## config.mk

```make
export PLATFORM = sky130hd
export DESIGN_NAME = uart_top
export DESIGN_NICKNAME = d
export VERILOG_FILES = /design/src/verilog/uart_pkg.sv /design/src/verilog/baud_tick_gen.sv /design/src/verilog/uart_apb_regs.sv /design/src/verilog/uart_rx.sv /design/src/verilog/uart_top.sv /design/src/verilog/uart_tx.sv
export SDC_FILE = /design/constraint.sdc
export NUM_CORES = 1
export LEC_CHECK = 0
export ABC_AREA = 1
export BUFFER_PORTS_ARGS = -buffer_cell sky130_fd_sc_hd__buf_4
export CORE_MARGIN = 2
export CORE_UTILIZATION = 32
export CTS_BUF_LIST = sky130_fd_sc_hd__clkbuf_8 sky130_fd_sc_hd__clkbuf_16
export DETAILED_ROUTE_END_ITERATION = 6
export SLEW_MARGIN = 20
export SYNTH_ARGS = -nofsm -noshare
export SYNTH_HDL_FRONTEND = slang
export SYNTH_SLANG_ARGS = --single-unit
```

## constraint.sdc

```tcl
create_clock -name i_clk -period 1.8 [get_ports i_clk]
set_input_delay 0.18 -clock i_clk [delete_from_list [all_inputs] [get_ports i_clk]]
set_output_delay 0.18 -clock i_clk [all_outputs]
set_load 0.01 [all_outputs]
```

## src/verilog/uart_pkg.sv

```systemverilog
`default_nettype none

package uart_pkg;

   // widths
   localparam int DATA_W     = 8;   // character width, fixed by the register map
   localparam int OVERSAMPLE = 16;  // rate ticks per bit
   localparam int DIV_W      = 16;  // baud divisor width
   localparam int ADDR_W     = 4;   // apb address width

   // vector types
   typedef logic [DATA_W-1:0] uart_data_t;
   typedef logic [DIV_W-1:0]  baud_div_t;
   typedef logic [ADDR_W-1:0] apb_addr_t;
   typedef logic [3:0]        tick_cnt_t;  // counts 0..OVERSAMPLE-1

   // register map, byte offsets
   localparam apb_addr_t REG_TXDATA = 4'h0;
   localparam apb_addr_t REG_RXDATA = 4'h4;
   localparam apb_addr_t REG_STATUS = 4'h8;
   localparam apb_addr_t REG_DIV    = 4'hC;

   // transmitter fsm
   typedef enum logic {
      TX_IDLE,
      TX_SEND
   } tx_state_t;

   // receiver fsm
   typedef enum logic [1:0] {
      RX_IDLE,
      RX_START,
      RX_DATA,
      RX_STOP
   } rx_state_t;

endpackage

`default_nettype wire

```

## src/verilog/baud_tick_gen.sv

```systemverilog
`timescale 1ns/1ps
`default_nettype none

module baud_tick_gen import uart_pkg::*; (
   input  logic      i_clk,
   input  logic      i_rst,
   input  baud_div_t i_div,
   output logic      o_rate
);

   baud_div_t cnt;    // counts down to zero
   baud_div_t div_q;  // divisor the count was loaded from

   // one tick every i_div + 1 clocks; a new divisor restarts the count
   always_ff @(posedge i_clk) begin
      if (i_rst) begin
         cnt    <= i_div;
         div_q  <= i_div;
         o_rate <= 1'b0;
      end else if (i_div != div_q) begin
         cnt    <= i_div;  // clean restart at the new rate
         div_q  <= i_div;
         o_rate <= 1'b0;
      end else if (cnt == '0) begin
         cnt    <= div_q;  // wrap
         o_rate <= 1'b1;
      end else begin
         cnt    <= cnt - 1'b1;
         o_rate <= 1'b0;
      end
   end

endmodule

`default_nettype wire

```

## src/verilog/uart_apb_regs.sv

```systemverilog
`timescale 1ns/1ps
`default_nettype none

module uart_apb_regs import uart_pkg::*; (
   input  logic        i_clk,
   input  logic        i_rst,
   // apb3 slave
   input  logic        i_psel,
   input  logic        i_penable,
   input  logic        i_pwrite,
   input  apb_addr_t   i_paddr,
   input  logic [31:0] i_pwdata,
   output logic [31:0] o_prdata,
   output logic        o_pready,
   output logic        o_pslverr,
   // transmit side
   output baud_div_t   o_div,
   output logic        o_tx_start,
   output uart_data_t  o_tx_data,
   input  logic        i_tx_busy,
   input  logic        i_tx_done,
   // receive side
   input  logic        i_rx_valid,
   input  uart_data_t  i_rx_data,
   input  logic        i_frame_err,
   output logic        o_irq
);

   logic       access;     // apb access phase
   logic       addr_hit;   // one of the four mapped offsets
   logic       wr_en;
   logic       rd_rxdata;  // read with side effects
   logic       tx_busy;    // busy as seen by software
   logic       rx_valid;
   logic       frame_err;
   logic       overrun;
   uart_data_t rx_data_q;

   assign access    = i_psel && i_penable;
   assign addr_hit  = (i_paddr == REG_TXDATA) || (i_paddr == REG_RXDATA) ||
                      (i_paddr == REG_STATUS) || (i_paddr == REG_DIV);
   assign wr_en     = access && i_pwrite && addr_hit;
   assign rd_rxdata = access && !i_pwrite && (i_paddr == REG_RXDATA);

   assign o_pready  = 1'b1;  // no wait states
   assign o_pslverr = access && !addr_hit;
   assign o_irq     = rx_valid;
   assign tx_busy   = i_tx_busy || o_tx_start;  // covers the start cycle

   // divisor and transmit request
   always_ff @(posedge i_clk) begin
      if (i_rst) begin
         o_div      <= '0;
         o_tx_start <= 1'b0;
      end else begin
         o_tx_start <= 1'b0;
         if (wr_en && (i_paddr == REG_DIV)) begin
            o_div <= i_pwdata[DIV_W-1:0];
         end
         // dropped while a frame is in flight
         if (wr_en && (i_paddr == REG_TXDATA) && !tx_busy && !i_tx_done) begin
            o_tx_start <= 1'b1;
         end
      end
   end

   // transmit byte is loaded with the request
   always_ff @(posedge i_clk) begin
      if (wr_en && (i_paddr == REG_TXDATA) && !tx_busy && !i_tx_done) begin
         o_tx_data <= i_pwdata[DATA_W-1:0];
      end
   end

   always_ff @(posedge i_clk) begin
      if (i_rx_valid) begin
         rx_data_q <= i_rx_data;  // newest character always wins
      end
   end

   // sticky flags, a new event beats a clear in the same cycle
   always_ff @(posedge i_clk) begin
      if (i_rst) begin
         rx_valid  <= 1'b0;
         frame_err <= 1'b0;
         overrun   <= 1'b0;
      end else begin
         if (rd_rxdata) begin
            rx_valid <= 1'b0;
            overrun  <= 1'b0;
         end
         if (wr_en && (i_paddr == REG_STATUS) && i_pwdata[2]) begin
            frame_err <= 1'b0;  // write one to clear
         end
         if (i_rx_valid) begin
            rx_valid <= 1'b1;
            if (rx_valid && !rd_rxdata) begin
               overrun <= 1'b1;
            end
         end
         if (i_frame_err) begin
            frame_err <= 1'b1;
         end
      end
   end

   // read mux, only drives data in the access phase
   always_comb begin
      o_prdata = '0;
      if (access && !i_pwrite) begin
         case (i_paddr)
            REG_TXDATA: o_prdata = {{(32 - DATA_W){1'b0}}, o_tx_data};
            REG_RXDATA: o_prdata = {{(32 - DATA_W){1'b0}}, rx_data_q};
            REG_STATUS: o_prdata = {28'b0, overrun, frame_err, rx_valid, tx_busy};
            REG_DIV:    o_prdata = {{(32 - DIV_W){1'b0}}, o_div};
            default:    o_prdata = '0;
         endcase
      end
   end

endmodule

`default_nettype wire

```

## src/verilog/uart_rx.sv

```systemverilog
`timescale 1ns/1ps
`default_nettype none

module uart_rx import uart_pkg::*; (
   input  logic       i_clk,
   input  logic       i_rst,
   input  logic       i_rate,
   input  logic       i_rx,
   output uart_data_t o_rx_data,
   output logic       o_rx_valid,
   output logic       o_frame_err
);

   rx_state_t  state;
   tick_cnt_t  tick_cnt;  // ticks since the last sample point
   logic [2:0] bit_idx;   // data bit being sampled
   logic       rx_meta;   // first synchronizer stage
   logic       rx_s;      // synchronized line
   uart_data_t data_sr;   // bits arrive lsb first

   assign o_rx_data = data_sr;

   // two flop synchronizer, idle level is high
   always_ff @(posedge i_clk) begin
      if (i_rst) begin
         rx_meta <= 1'b1;
         rx_s    <= 1'b1;
      end else begin
         rx_meta <= i_rx;
         rx_s    <= rx_meta;
      end
   end

   always_ff @(posedge i_clk) begin
      if (i_rst) begin
         state       <= RX_IDLE;
         tick_cnt    <= '0;
         bit_idx     <= '0;
         o_rx_valid  <= 1'b0;
         o_frame_err <= 1'b0;
      end else begin
         o_rx_valid  <= 1'b0;
         o_frame_err <= 1'b0;
         case (state)
            RX_IDLE: begin
               if (!rx_s) begin  // possible start edge
                  tick_cnt <= '0;
                  state    <= RX_START;
               end
            end

            RX_START: begin
               if (i_rate) begin
                  if (tick_cnt == tick_cnt_t'(OVERSAMPLE / 2 - 1)) begin
                     // middle of the start bit
                     tick_cnt <= '0;
                     bit_idx  <= '0;
                     state    <= rx_s ? RX_IDLE : RX_DATA;  // high here is a glitch
                  end else begin
                     tick_cnt <= tick_cnt + 1'b1;
                  end
               end
            end

            RX_DATA: begin
               if (i_rate) begin
                  if (tick_cnt == tick_cnt_t'(OVERSAMPLE - 1)) begin
                     tick_cnt <= '0;
                     data_sr  <= {rx_s, data_sr[DATA_W-1:1]};
                     if (bit_idx == 3'(DATA_W - 1)) begin
                        state <= RX_STOP;
                     end else begin
                        bit_idx <= bit_idx + 1'b1;
                     end
                  end else begin
                     tick_cnt <= tick_cnt + 1'b1;
                  end
               end
            end

            RX_STOP: begin
               if (i_rate) begin
                  if (tick_cnt == tick_cnt_t'(OVERSAMPLE - 1)) begin
                     // mid stop bit, must be high
                     o_rx_valid  <= rx_s;
                     o_frame_err <= !rx_s;
                     tick_cnt    <= '0;
                     state       <= RX_IDLE;
                  end else begin
                     tick_cnt <= tick_cnt + 1'b1;
                  end
               end
            end

            default: state <= RX_IDLE;
         endcase
      end
   end

endmodule

`default_nettype wire

```

## src/verilog/uart_top.sv

```systemverilog
`timescale 1ns/1ps
`default_nettype none

module uart_top import uart_pkg::*; (
   input  logic        i_clk,
   input  logic        i_rst,
   input  logic        i_psel,
   input  logic        i_penable,
   input  logic        i_pwrite,
   input  apb_addr_t   i_paddr,
   input  logic [31:0] i_pwdata,
   output logic [31:0] o_prdata,
   output logic        o_pready,
   output logic        o_pslverr,
   input  logic        i_rx,
   output logic        o_tx,
   output logic        o_irq
);

   baud_div_t  div;
   logic       rate;       // 16x tick shared by tx and rx
   logic       tx_start;
   uart_data_t tx_data;
   logic       tx_busy;
   logic       tx_done;
   logic       rx_valid;
   uart_data_t rx_data;
   logic       frame_err;

   uart_apb_regs u_regs (
      .i_clk       (i_clk),
      .i_rst       (i_rst),
      .i_psel      (i_psel),
      .i_penable   (i_penable),
      .i_pwrite    (i_pwrite),
      .i_paddr     (i_paddr),
      .i_pwdata    (i_pwdata),
      .o_prdata    (o_prdata),
      .o_pready    (o_pready),
      .o_pslverr   (o_pslverr),
      .o_div       (div),
      .o_tx_start  (tx_start),
      .o_tx_data   (tx_data),
      .i_tx_busy   (tx_busy),
      .i_tx_done   (tx_done),
      .i_rx_valid  (rx_valid),
      .i_rx_data   (rx_data),
      .i_frame_err (frame_err),
      .o_irq       (o_irq)
   );

   baud_tick_gen u_baud (
      .i_clk  (i_clk),
      .i_rst  (i_rst),
      .i_div  (div),
      .o_rate (rate)
   );

   uart_tx u_tx (
      .i_clk        (i_clk),
      .i_rst        (i_rst),
      .i_rate       (rate),
      .i_data_ready (tx_start),
      .i_data       (tx_data),
      .o_tx         (o_tx),
      .o_tx_done    (tx_done),
      .o_busy       (tx_busy)
   );

   uart_rx u_rx (
      .i_clk       (i_clk),
      .i_rst       (i_rst),
      .i_rate      (rate),
      .i_rx        (i_rx),
      .o_rx_data   (rx_data),
      .o_rx_valid  (rx_valid),
      .o_frame_err (frame_err)
   );

endmodule

`default_nettype wire

```

## src/verilog/uart_tx.sv

```systemverilog
`timescale 1ns/1ps
`default_nettype none

module uart_tx import uart_pkg::*; (
   input  logic       i_clk,
   input  logic       i_rst,
   input  logic       i_rate,
   input  logic       i_data_ready,
   input  uart_data_t i_data,
   output logic       o_tx,
   output logic       o_tx_done,
   output logic       o_busy
);

   tx_state_t         state;
   tick_cnt_t         tick_cnt;   // position inside the current bit
   logic [3:0]        bit_cnt;    // frame bits already put on the line
   logic [DATA_W+1:0] shift_reg;  // stop, data, start; lsb goes out first

   assign o_busy = (state == TX_SEND);

   always_ff @(posedge i_clk) begin
      if (i_rst) begin
         state     <= TX_IDLE;
         tick_cnt  <= '0;
         bit_cnt   <= '0;
         shift_reg <= '1;
         o_tx      <= 1'b1;  // line idles high
         o_tx_done <= 1'b0;
      end else begin
         o_tx_done <= 1'b0;  // single cycle pulse
         case (state)
            TX_IDLE: begin
               o_tx <= 1'b1;
               if (i_data_ready) begin
                  shift_reg <= {1'b1, i_data, 1'b0};
                  tick_cnt  <= '0;
                  bit_cnt   <= '0;
                  state     <= TX_SEND;
               end
            end

            TX_SEND: begin
               if (i_rate) begin
                  if (tick_cnt == tick_cnt_t'(OVERSAMPLE - 1)) begin
                     tick_cnt <= '0;
                  end else begin
                     tick_cnt <= tick_cnt + 1'b1;
                  end

                  // bit boundary every OVERSAMPLE ticks
                  if (tick_cnt == '0) begin
                     if (bit_cnt == 4'(DATA_W + 2)) begin
                        // stop bit has run its full length
                        o_tx_done <= 1'b1;
                        o_tx      <= 1'b1;
                        state     <= TX_IDLE;
                     end else begin
                        o_tx      <= shift_reg[0];
                        shift_reg <= {1'b1, shift_reg[DATA_W+1:1]};
                        bit_cnt   <= bit_cnt + 1'b1;
                     end
                  end
               end
            end

            default: state <= TX_IDLE;
         endcase
      end
   end

endmodule

`default_nettype wire
```

==> impl_metrics.tcl, run 1 <==
set metrics [dict create \
    status "finished, final reports clean" \
    synth_adder_area_share_pct 2.111 \
    synth-xor-area-share_pct 1.970 \
    p_int_mw 3.978 \
    reg_top3 "u_baud.cnt x16, u_baud.div_q x16, u_regs.o_div x16" \
    grt_pass1_wl_um 20120 \
    wl_met1_um 5560 \
    overflow 0 \
    synth_top_family_by_area "simple AND/OR/NAND/NOR gates" \
    wl_met2_um 6234 \
    yosysWarnings 0 \
    setup_violations 0 \
    place_hpwl_um 9583 \
    whs_ps 15.76 \
    cts_made_buffers 9 \
    cts_tree "built" \
    cap_violations 0 \
    wl_um 12440 \
    power_mw 5.149 \
    swShare_pct 22.74 \
    r2r_slack_ps 150 \
    cp_max_fo 13 \
    num_vias 4479 \
    critPathKind "reg -> reg" \
    synth_compound_area_share_pct 9.264 \
    dr.pass1.iters 4 \
    dieArea_mm2 0.01772 \
    slew_violations 0 \
    crit_path_end_kind "flop" \
    top_layer "met4" \
    synth-simple-area-share_pct 28.75 \
    timing.final.crit_share_pct 91.84 \
    crit_required_ps 2050 \
    ff2ff_path_depth 10 \
    wl_per_cell_um 12.71 \
    syn_area_mm2 0.005335 \
    grt_usage_pct 14.33 \
    layout-drive-gt1-share_pct 13.85 \
    final.setup.tns_ps 0 \
    worstSetupStartpoint "u_baud.cnt[0]" \
    clkTransAtPathRegs_ps 70 \
    seqPwrFrac_pct 50.5 \
    final.min_clock_period_ps 1653 \
    antenna_left 0 \
    die_w_um 133.1 \
    port_buffers 44 \
    nets 804 \
    synth-seq-cells 110 \
    timing.final.ws_setup_ps 146.9 \
    syn_to_final_growth_pct 19.04 \
    hp-start "i_pwdata[3]" \
    clock_skew_ps 9.969 \
    p_clk_share_pct 41.8 \
    ir_drop_v 0.0004310 \
    finalHoldViolCount 0 \
    p_leak_nw 2.859 \
    grt_max_degree 28 \
    antenna_found_initial 0 \
    cellPowerDensity_mw_per_mm2 810.7 \
    wl_met3_um 354 \
    io_pins 78 \
    via_per_inst 4.580 \
    drt-initial-drc-count 218 \
    cts_sinks 110 \
    core_area_mm2 0.01647 \
    p_comb_share_pct 7.8 \
    clock_latency_ps 350 \
    die_y_um 133.1 \
    cp-start-kind "flop" \
    net-switching-power_mw 1.171 \
    gp_congestion 0.8560 \
    crit_end "u_baud.cnt[1]" \
    pre_cts_ws_ps 133.6 \
    grt_pass1_vias 4189 \
    route.detailed.drc 0 \
    antenna_cells_inserted 0 \
    synth_seq_area_share_pct 48.78 \
    hp-class "in -> reg" \
    syn_inst 685 \
    rsz0062_at_grt "false" \
    synth_cell_types 39 \
    timing.fmax_mhz 604.9 \
    r2r-start "u_baud.cnt[0]" \
    yosys-mux-area-fraction_pct 0 \
    start_util_pct 32.40 \
    syn_avg_cell_area_um2 7.788 \
    cp_data_arrival_time_ps 1900 \
    r2r_end "u_baud.cnt[1]" \
    htreeDepth 3 \
    rows 47 \
    cts_root_buffer "clkbuf_16" \
    clockBufferDepth 2 \
]
-- power by group through the flow --
stage | sequential [mW] | combinational (mW) | clock, mW
2_1_floorplan | 2.65 | 0.284 | 0
3_3_place_gp | 2.66 | 0.393 | 0
4_1_cts | 2.60 | 0.401 | 2.21
5_1_grt | 2.60 | 0.449 | 2.31
3_5_place_dp | 2.66 | 0.396 | 0
6_report | 2.60 | 0.399 | 2.15
-- cell usage in the layout (no fill, tap or decap), types with 5 or more instances in the layout --
master / synthesis / routed
xnor2_1: 5 / 5
clkbuf_16: 0 / 11
nand2_1: 198 / 197
dfxtp_1: 70 / 69
ha_1: 9 / 9
a21oi_1: 33 / 33
nor3_1: 5 / 5
nor2_1: 85 / 85
edfxtp_1: 40 / 40
xor2_1: 7 / 7
nor2_4: 6 / 6
inv_1: 71 / 73
conb_1: 2 / 17
buf_4: 17 / 67
nand3_1: 34 / 34
nand4_1: 16 / 16
o21ai_0: 36 / 36
-- synth_stat cells (all sizes together) --
cell | count | area, µm²
xor2 | 7 | 61.31
dfxtp | 70 | 1401
o311ai | 1 | 8.760
o2111ai | 3 | 26.28
o211ai | 3 | 22.52
inv | 74 | 277.8
edfxtp | 40 | 1201
nand4 | 16 | 100.1
a21oi | 34 | 173.9
clkinv | 2 | 12.51
nor3 | 6 | 35.03
nand3 | 36 | 190.2
or2 | 3 | 18.77
o21bai | 2 | 15.01
nor2 | 94 | 405.4
nor4 | 2 | 12.51
nand3b | 3 | 22.52
nand2 | 199 | 749.5
xnor2 | 5 | 43.79
o221ai | 1 | 8.760
a2bb2oi | 1 | 8.760
a211oi | 3 | 22.52
conb | 2 | 7.510
buf | 23 | 170.2
clkbuf | 5 | 18.77
o21ai | 39 | 195.2
ha | 9 | 112.6
o22ai | 2 | 12.51
-- final cells by class --
cell class | count | area (µm²)
inverters | 76 | 290.3
well taps | 220 | 275.3
flip-flops and latches | 110 | 2604
clock inverters | 5 | 55.05
repair buffers | 70 | 533.0
clock buffers | 11 | 275.3
fillers | 1742 | 10110
multi-input cells | 486 | 2318
-- critical path, stage by stage, from the launching register on --
cell and delay [ps]:
dfxtp_1 360, inv_1 70, ha_1 250, nand3_1 140, nor2_4 50, nand3_2 220, clkinv_1 210, nand2_1 90
o21ai_0 70, nand2_1 60, nand2_1 40
-- per-stage QoR --
stage	instance area (µm²)	cells	util, %
after detailed placement	5987	959	36.36
after global placement	5987	959	36.36
after CTS	6337	977	38.49
final	6351	978	38.57
after global routing	6351	978	38.57
after floorplan	5398	700	-
-- kinds of logic (layout without fill, tap and decap cells) --
group | count (synthesis) | after routing
AOI/OAI and AO/OA | 89 | 89
xor gates and xnor gates | 12 | 12
and+or+nand+nor | 359 | 359
other | 2 | 17
buffers and inverters | 104 | 162
DFF | 110 | 110
adders and majority gates | 9 | 9
-- worst min-delay path by stage --
stage	to	slack [ps]	depth (start not counted)
after floorplan	u_regs.o_tx_data[0]	280	0
after global placement	u_rx.rx_meta	360	2
after detailed placement	u_regs.o_tx_data[1]	370	1
after CTS	u_regs.o_tx_data[4]	3	1
after global routing	u_regs.o_tx_data[3]	3	1
final	u_regs.o_tx_data[3]	20	1
-- layer usage --
layer,global-route usage [%],vias to the layer above
met2,25.99,64
met1,16.67,2078
li1,-,2321
met5,0,-
met4,5.792,0
met3,2.664,16
-- timing repair --
action	CTS	global route
endpoints found under the hold margin	2	1
gates resized for setup	0	2
setup endpoints to repair	0	6
hold buffers	2	1
setup buffers	0	0
No activity file was read; power rests on OpenSTA's default activity.
==> run 2: changes to the inputs <==
Settings changed: CORE_UTILIZATION 32 to 30, RECOVER_POWER set to 100.
Clock period 1.8 ns to 2.15 ns, I/O delays scaled along.
==> run 2 against run 1 <==
Net effect:
- first-iteration DRC count grew 20%
- power shrank 22%
- die area grew 6.5%
- sequential power shrank 16%
- non-clock buffer count shrank 13
- setup slack gained 220 ps
- critical path depth shrank 1
==> impl_metrics.tcl, run 2 (same netlist as run 1, synthesis figures left out) <==
set metrics [dict create \
    hp-class "in -> reg" \
    final.min_clock_period_ps 1782 \
    critPathKind "in -> out" \
    grt_pass1_vias 4181 \
    grt_pass1_wl_um 20020 \
    clkTransAtPathRegs_ps 60 \
    finalHoldViolCount 0 \
    core_area_mm2 0.01736 \
    route.detailed.drc 0 \
    cp_max_fo 9 \
    fill_cells 1862 \
    grt_usage_pct 13.70 \
    num_vias 4453 \
    post_dp_cell_area_mm2 0.005924 \
    cap_violations 0 \
    antenna_cells_inserted 0 \
    cp_data_arrival_time_ps 1570 \
    cpPeakStageDelay_ps 390 \
    crit_chain "clkbuf_1 > nor2_4 > inv_1 > nor3_2 > nand2_1 > o221ai_1 > nand2_1 > inv_1 > clkbuf_1" \
    overflow 0 \
    ir_drop_v 0.0003620 \
    clock_skew_ps 7.254 \
    cp-start-kind "input pin" \
    status "finished, final reports clean" \
    tightest_slew_ps 1020 \
    port_buffers 44 \
    slew_violations 0 \
    grt_max_degree 29 \
    post_cts_buffers 0 \
    cts_sinks 110 \
    post_cts_resized 0 \
    via_per_inst 4.591 \
    nets 791 \
    clock_latency_ps 350 \
    die_w_um 137.4 \
    ctsHoldBuffers 0 \
    wl_um 12220 \
    rsz0062_at_grt "false" \
    rows 48 \
    die_y_um 137.4 \
    start_util_pct 30.74 \
    slowest_stage "nor3_2" \
    crit_required_ps 1930 \
    drt-initial-drc-count 261 \
    fin_area_mm2 0.006065 \
    syn_to_final_growth_pct 13.67 \
    timing.final.crit_share_pct 82.90 \
    timing.fmax_mhz 561.0 \
    io_pins 78 \
    cts_tree "built" \
    most-common-layout-cells "nand2_1, nor2_1, inv_1" \
    clockBufferDepth 2 \
    final_common_cell "nand2_1" \
    layout-drive-gt1-share_pct 7.919 \
    reg_top3 "u_baud.cnt x16, u_baud.div_q x16, u_regs.o_div x16" \
    dieArea_mm2 0.01887 \
    antenna_left 0 \
    cts_made_buffers 9 \
    htreeDepth 3 \
    crit_path_end_kind "output port" \
    max_slew_margin_pct 31.97 \
    setup_violations 0 \
    gp_congestion 0.8180 \
    wl_per_cell_um 12.60 \
    antenna_found_initial 0 \
    cts_root_buffer "clkbuf_16" \
    cellPowerDensity_mw_per_mm2 662.8 \
    crit_family "simple AND/OR/NAND/NOR gates" \
    place_hpwl_um 9328 \
    dr.pass1.iters 5 \
    p_leak_nw 2.654 \
    crit_buf_inv 4 \
    final.setup.tns_ps 0 \
]
run 2: cell type report:
type	instances	area, µm²	share of cell area, %
sequential	110	2603	42.91
multi-input combinational	486	2291	37.78
timing repair buffer	57	331.6	5.467
inverter	76	290.3	4.786
tap	225	281.5	4.642
clock buffer	9	225.2	3.714
clock inverter	7	42.54	0.7015
run 2: report_power, final:
group	internal, mW	leakage (nW)	total (mW)	switching (mW)
Clock	0.780	0.138	1.53	0.750
Sequential	2.17	0.974	2.18	0.00954
Combinational	0.105	1.54	0.314	0.208
Total	3.05	2.65	4.02	0.968
run 2: routing by layer:
layer | global-route usage, % | vias up | share of wire, %
met1 | 17.11 | 2045 | 46
li1 | - | 2302 | -
met2 | 23.08 | 82 | 48
met4 | 6.758 | 0 | 2.9
met3 | 2.024 | 24 | 3.0
met5 | 0 | - | 0
run 2: per-stage QoR:
step	total power, mW	instances	util [%]	hold slack [ps]	setup WS (ps)
global placement	2.548	954	34.13	392.1	377.6
floorplan	2.459	700	-	313.9	255.2
detailed placement	2.549	954	34.13	398.6	380.1
finish	4.020	970	34.94	49.16	367.6
global route	4.204	970	34.94	37.67	165.4
CTS	4.091	970	35.68	31.51	369.1
run 2: worst paths after layout:
check             startpoint               to  slack, ps  cells past startpoint
min reg2reg     u_rx.rx_meta        u_rx.rx_s        410                      1
max               i_paddr[1]      o_prdata[5]        370                      9
min                     i_rx     u_rx.rx_meta         50                      2
max reg2reg  u_regs.o_div[1]  u_baud.div_q[0]        380                      8
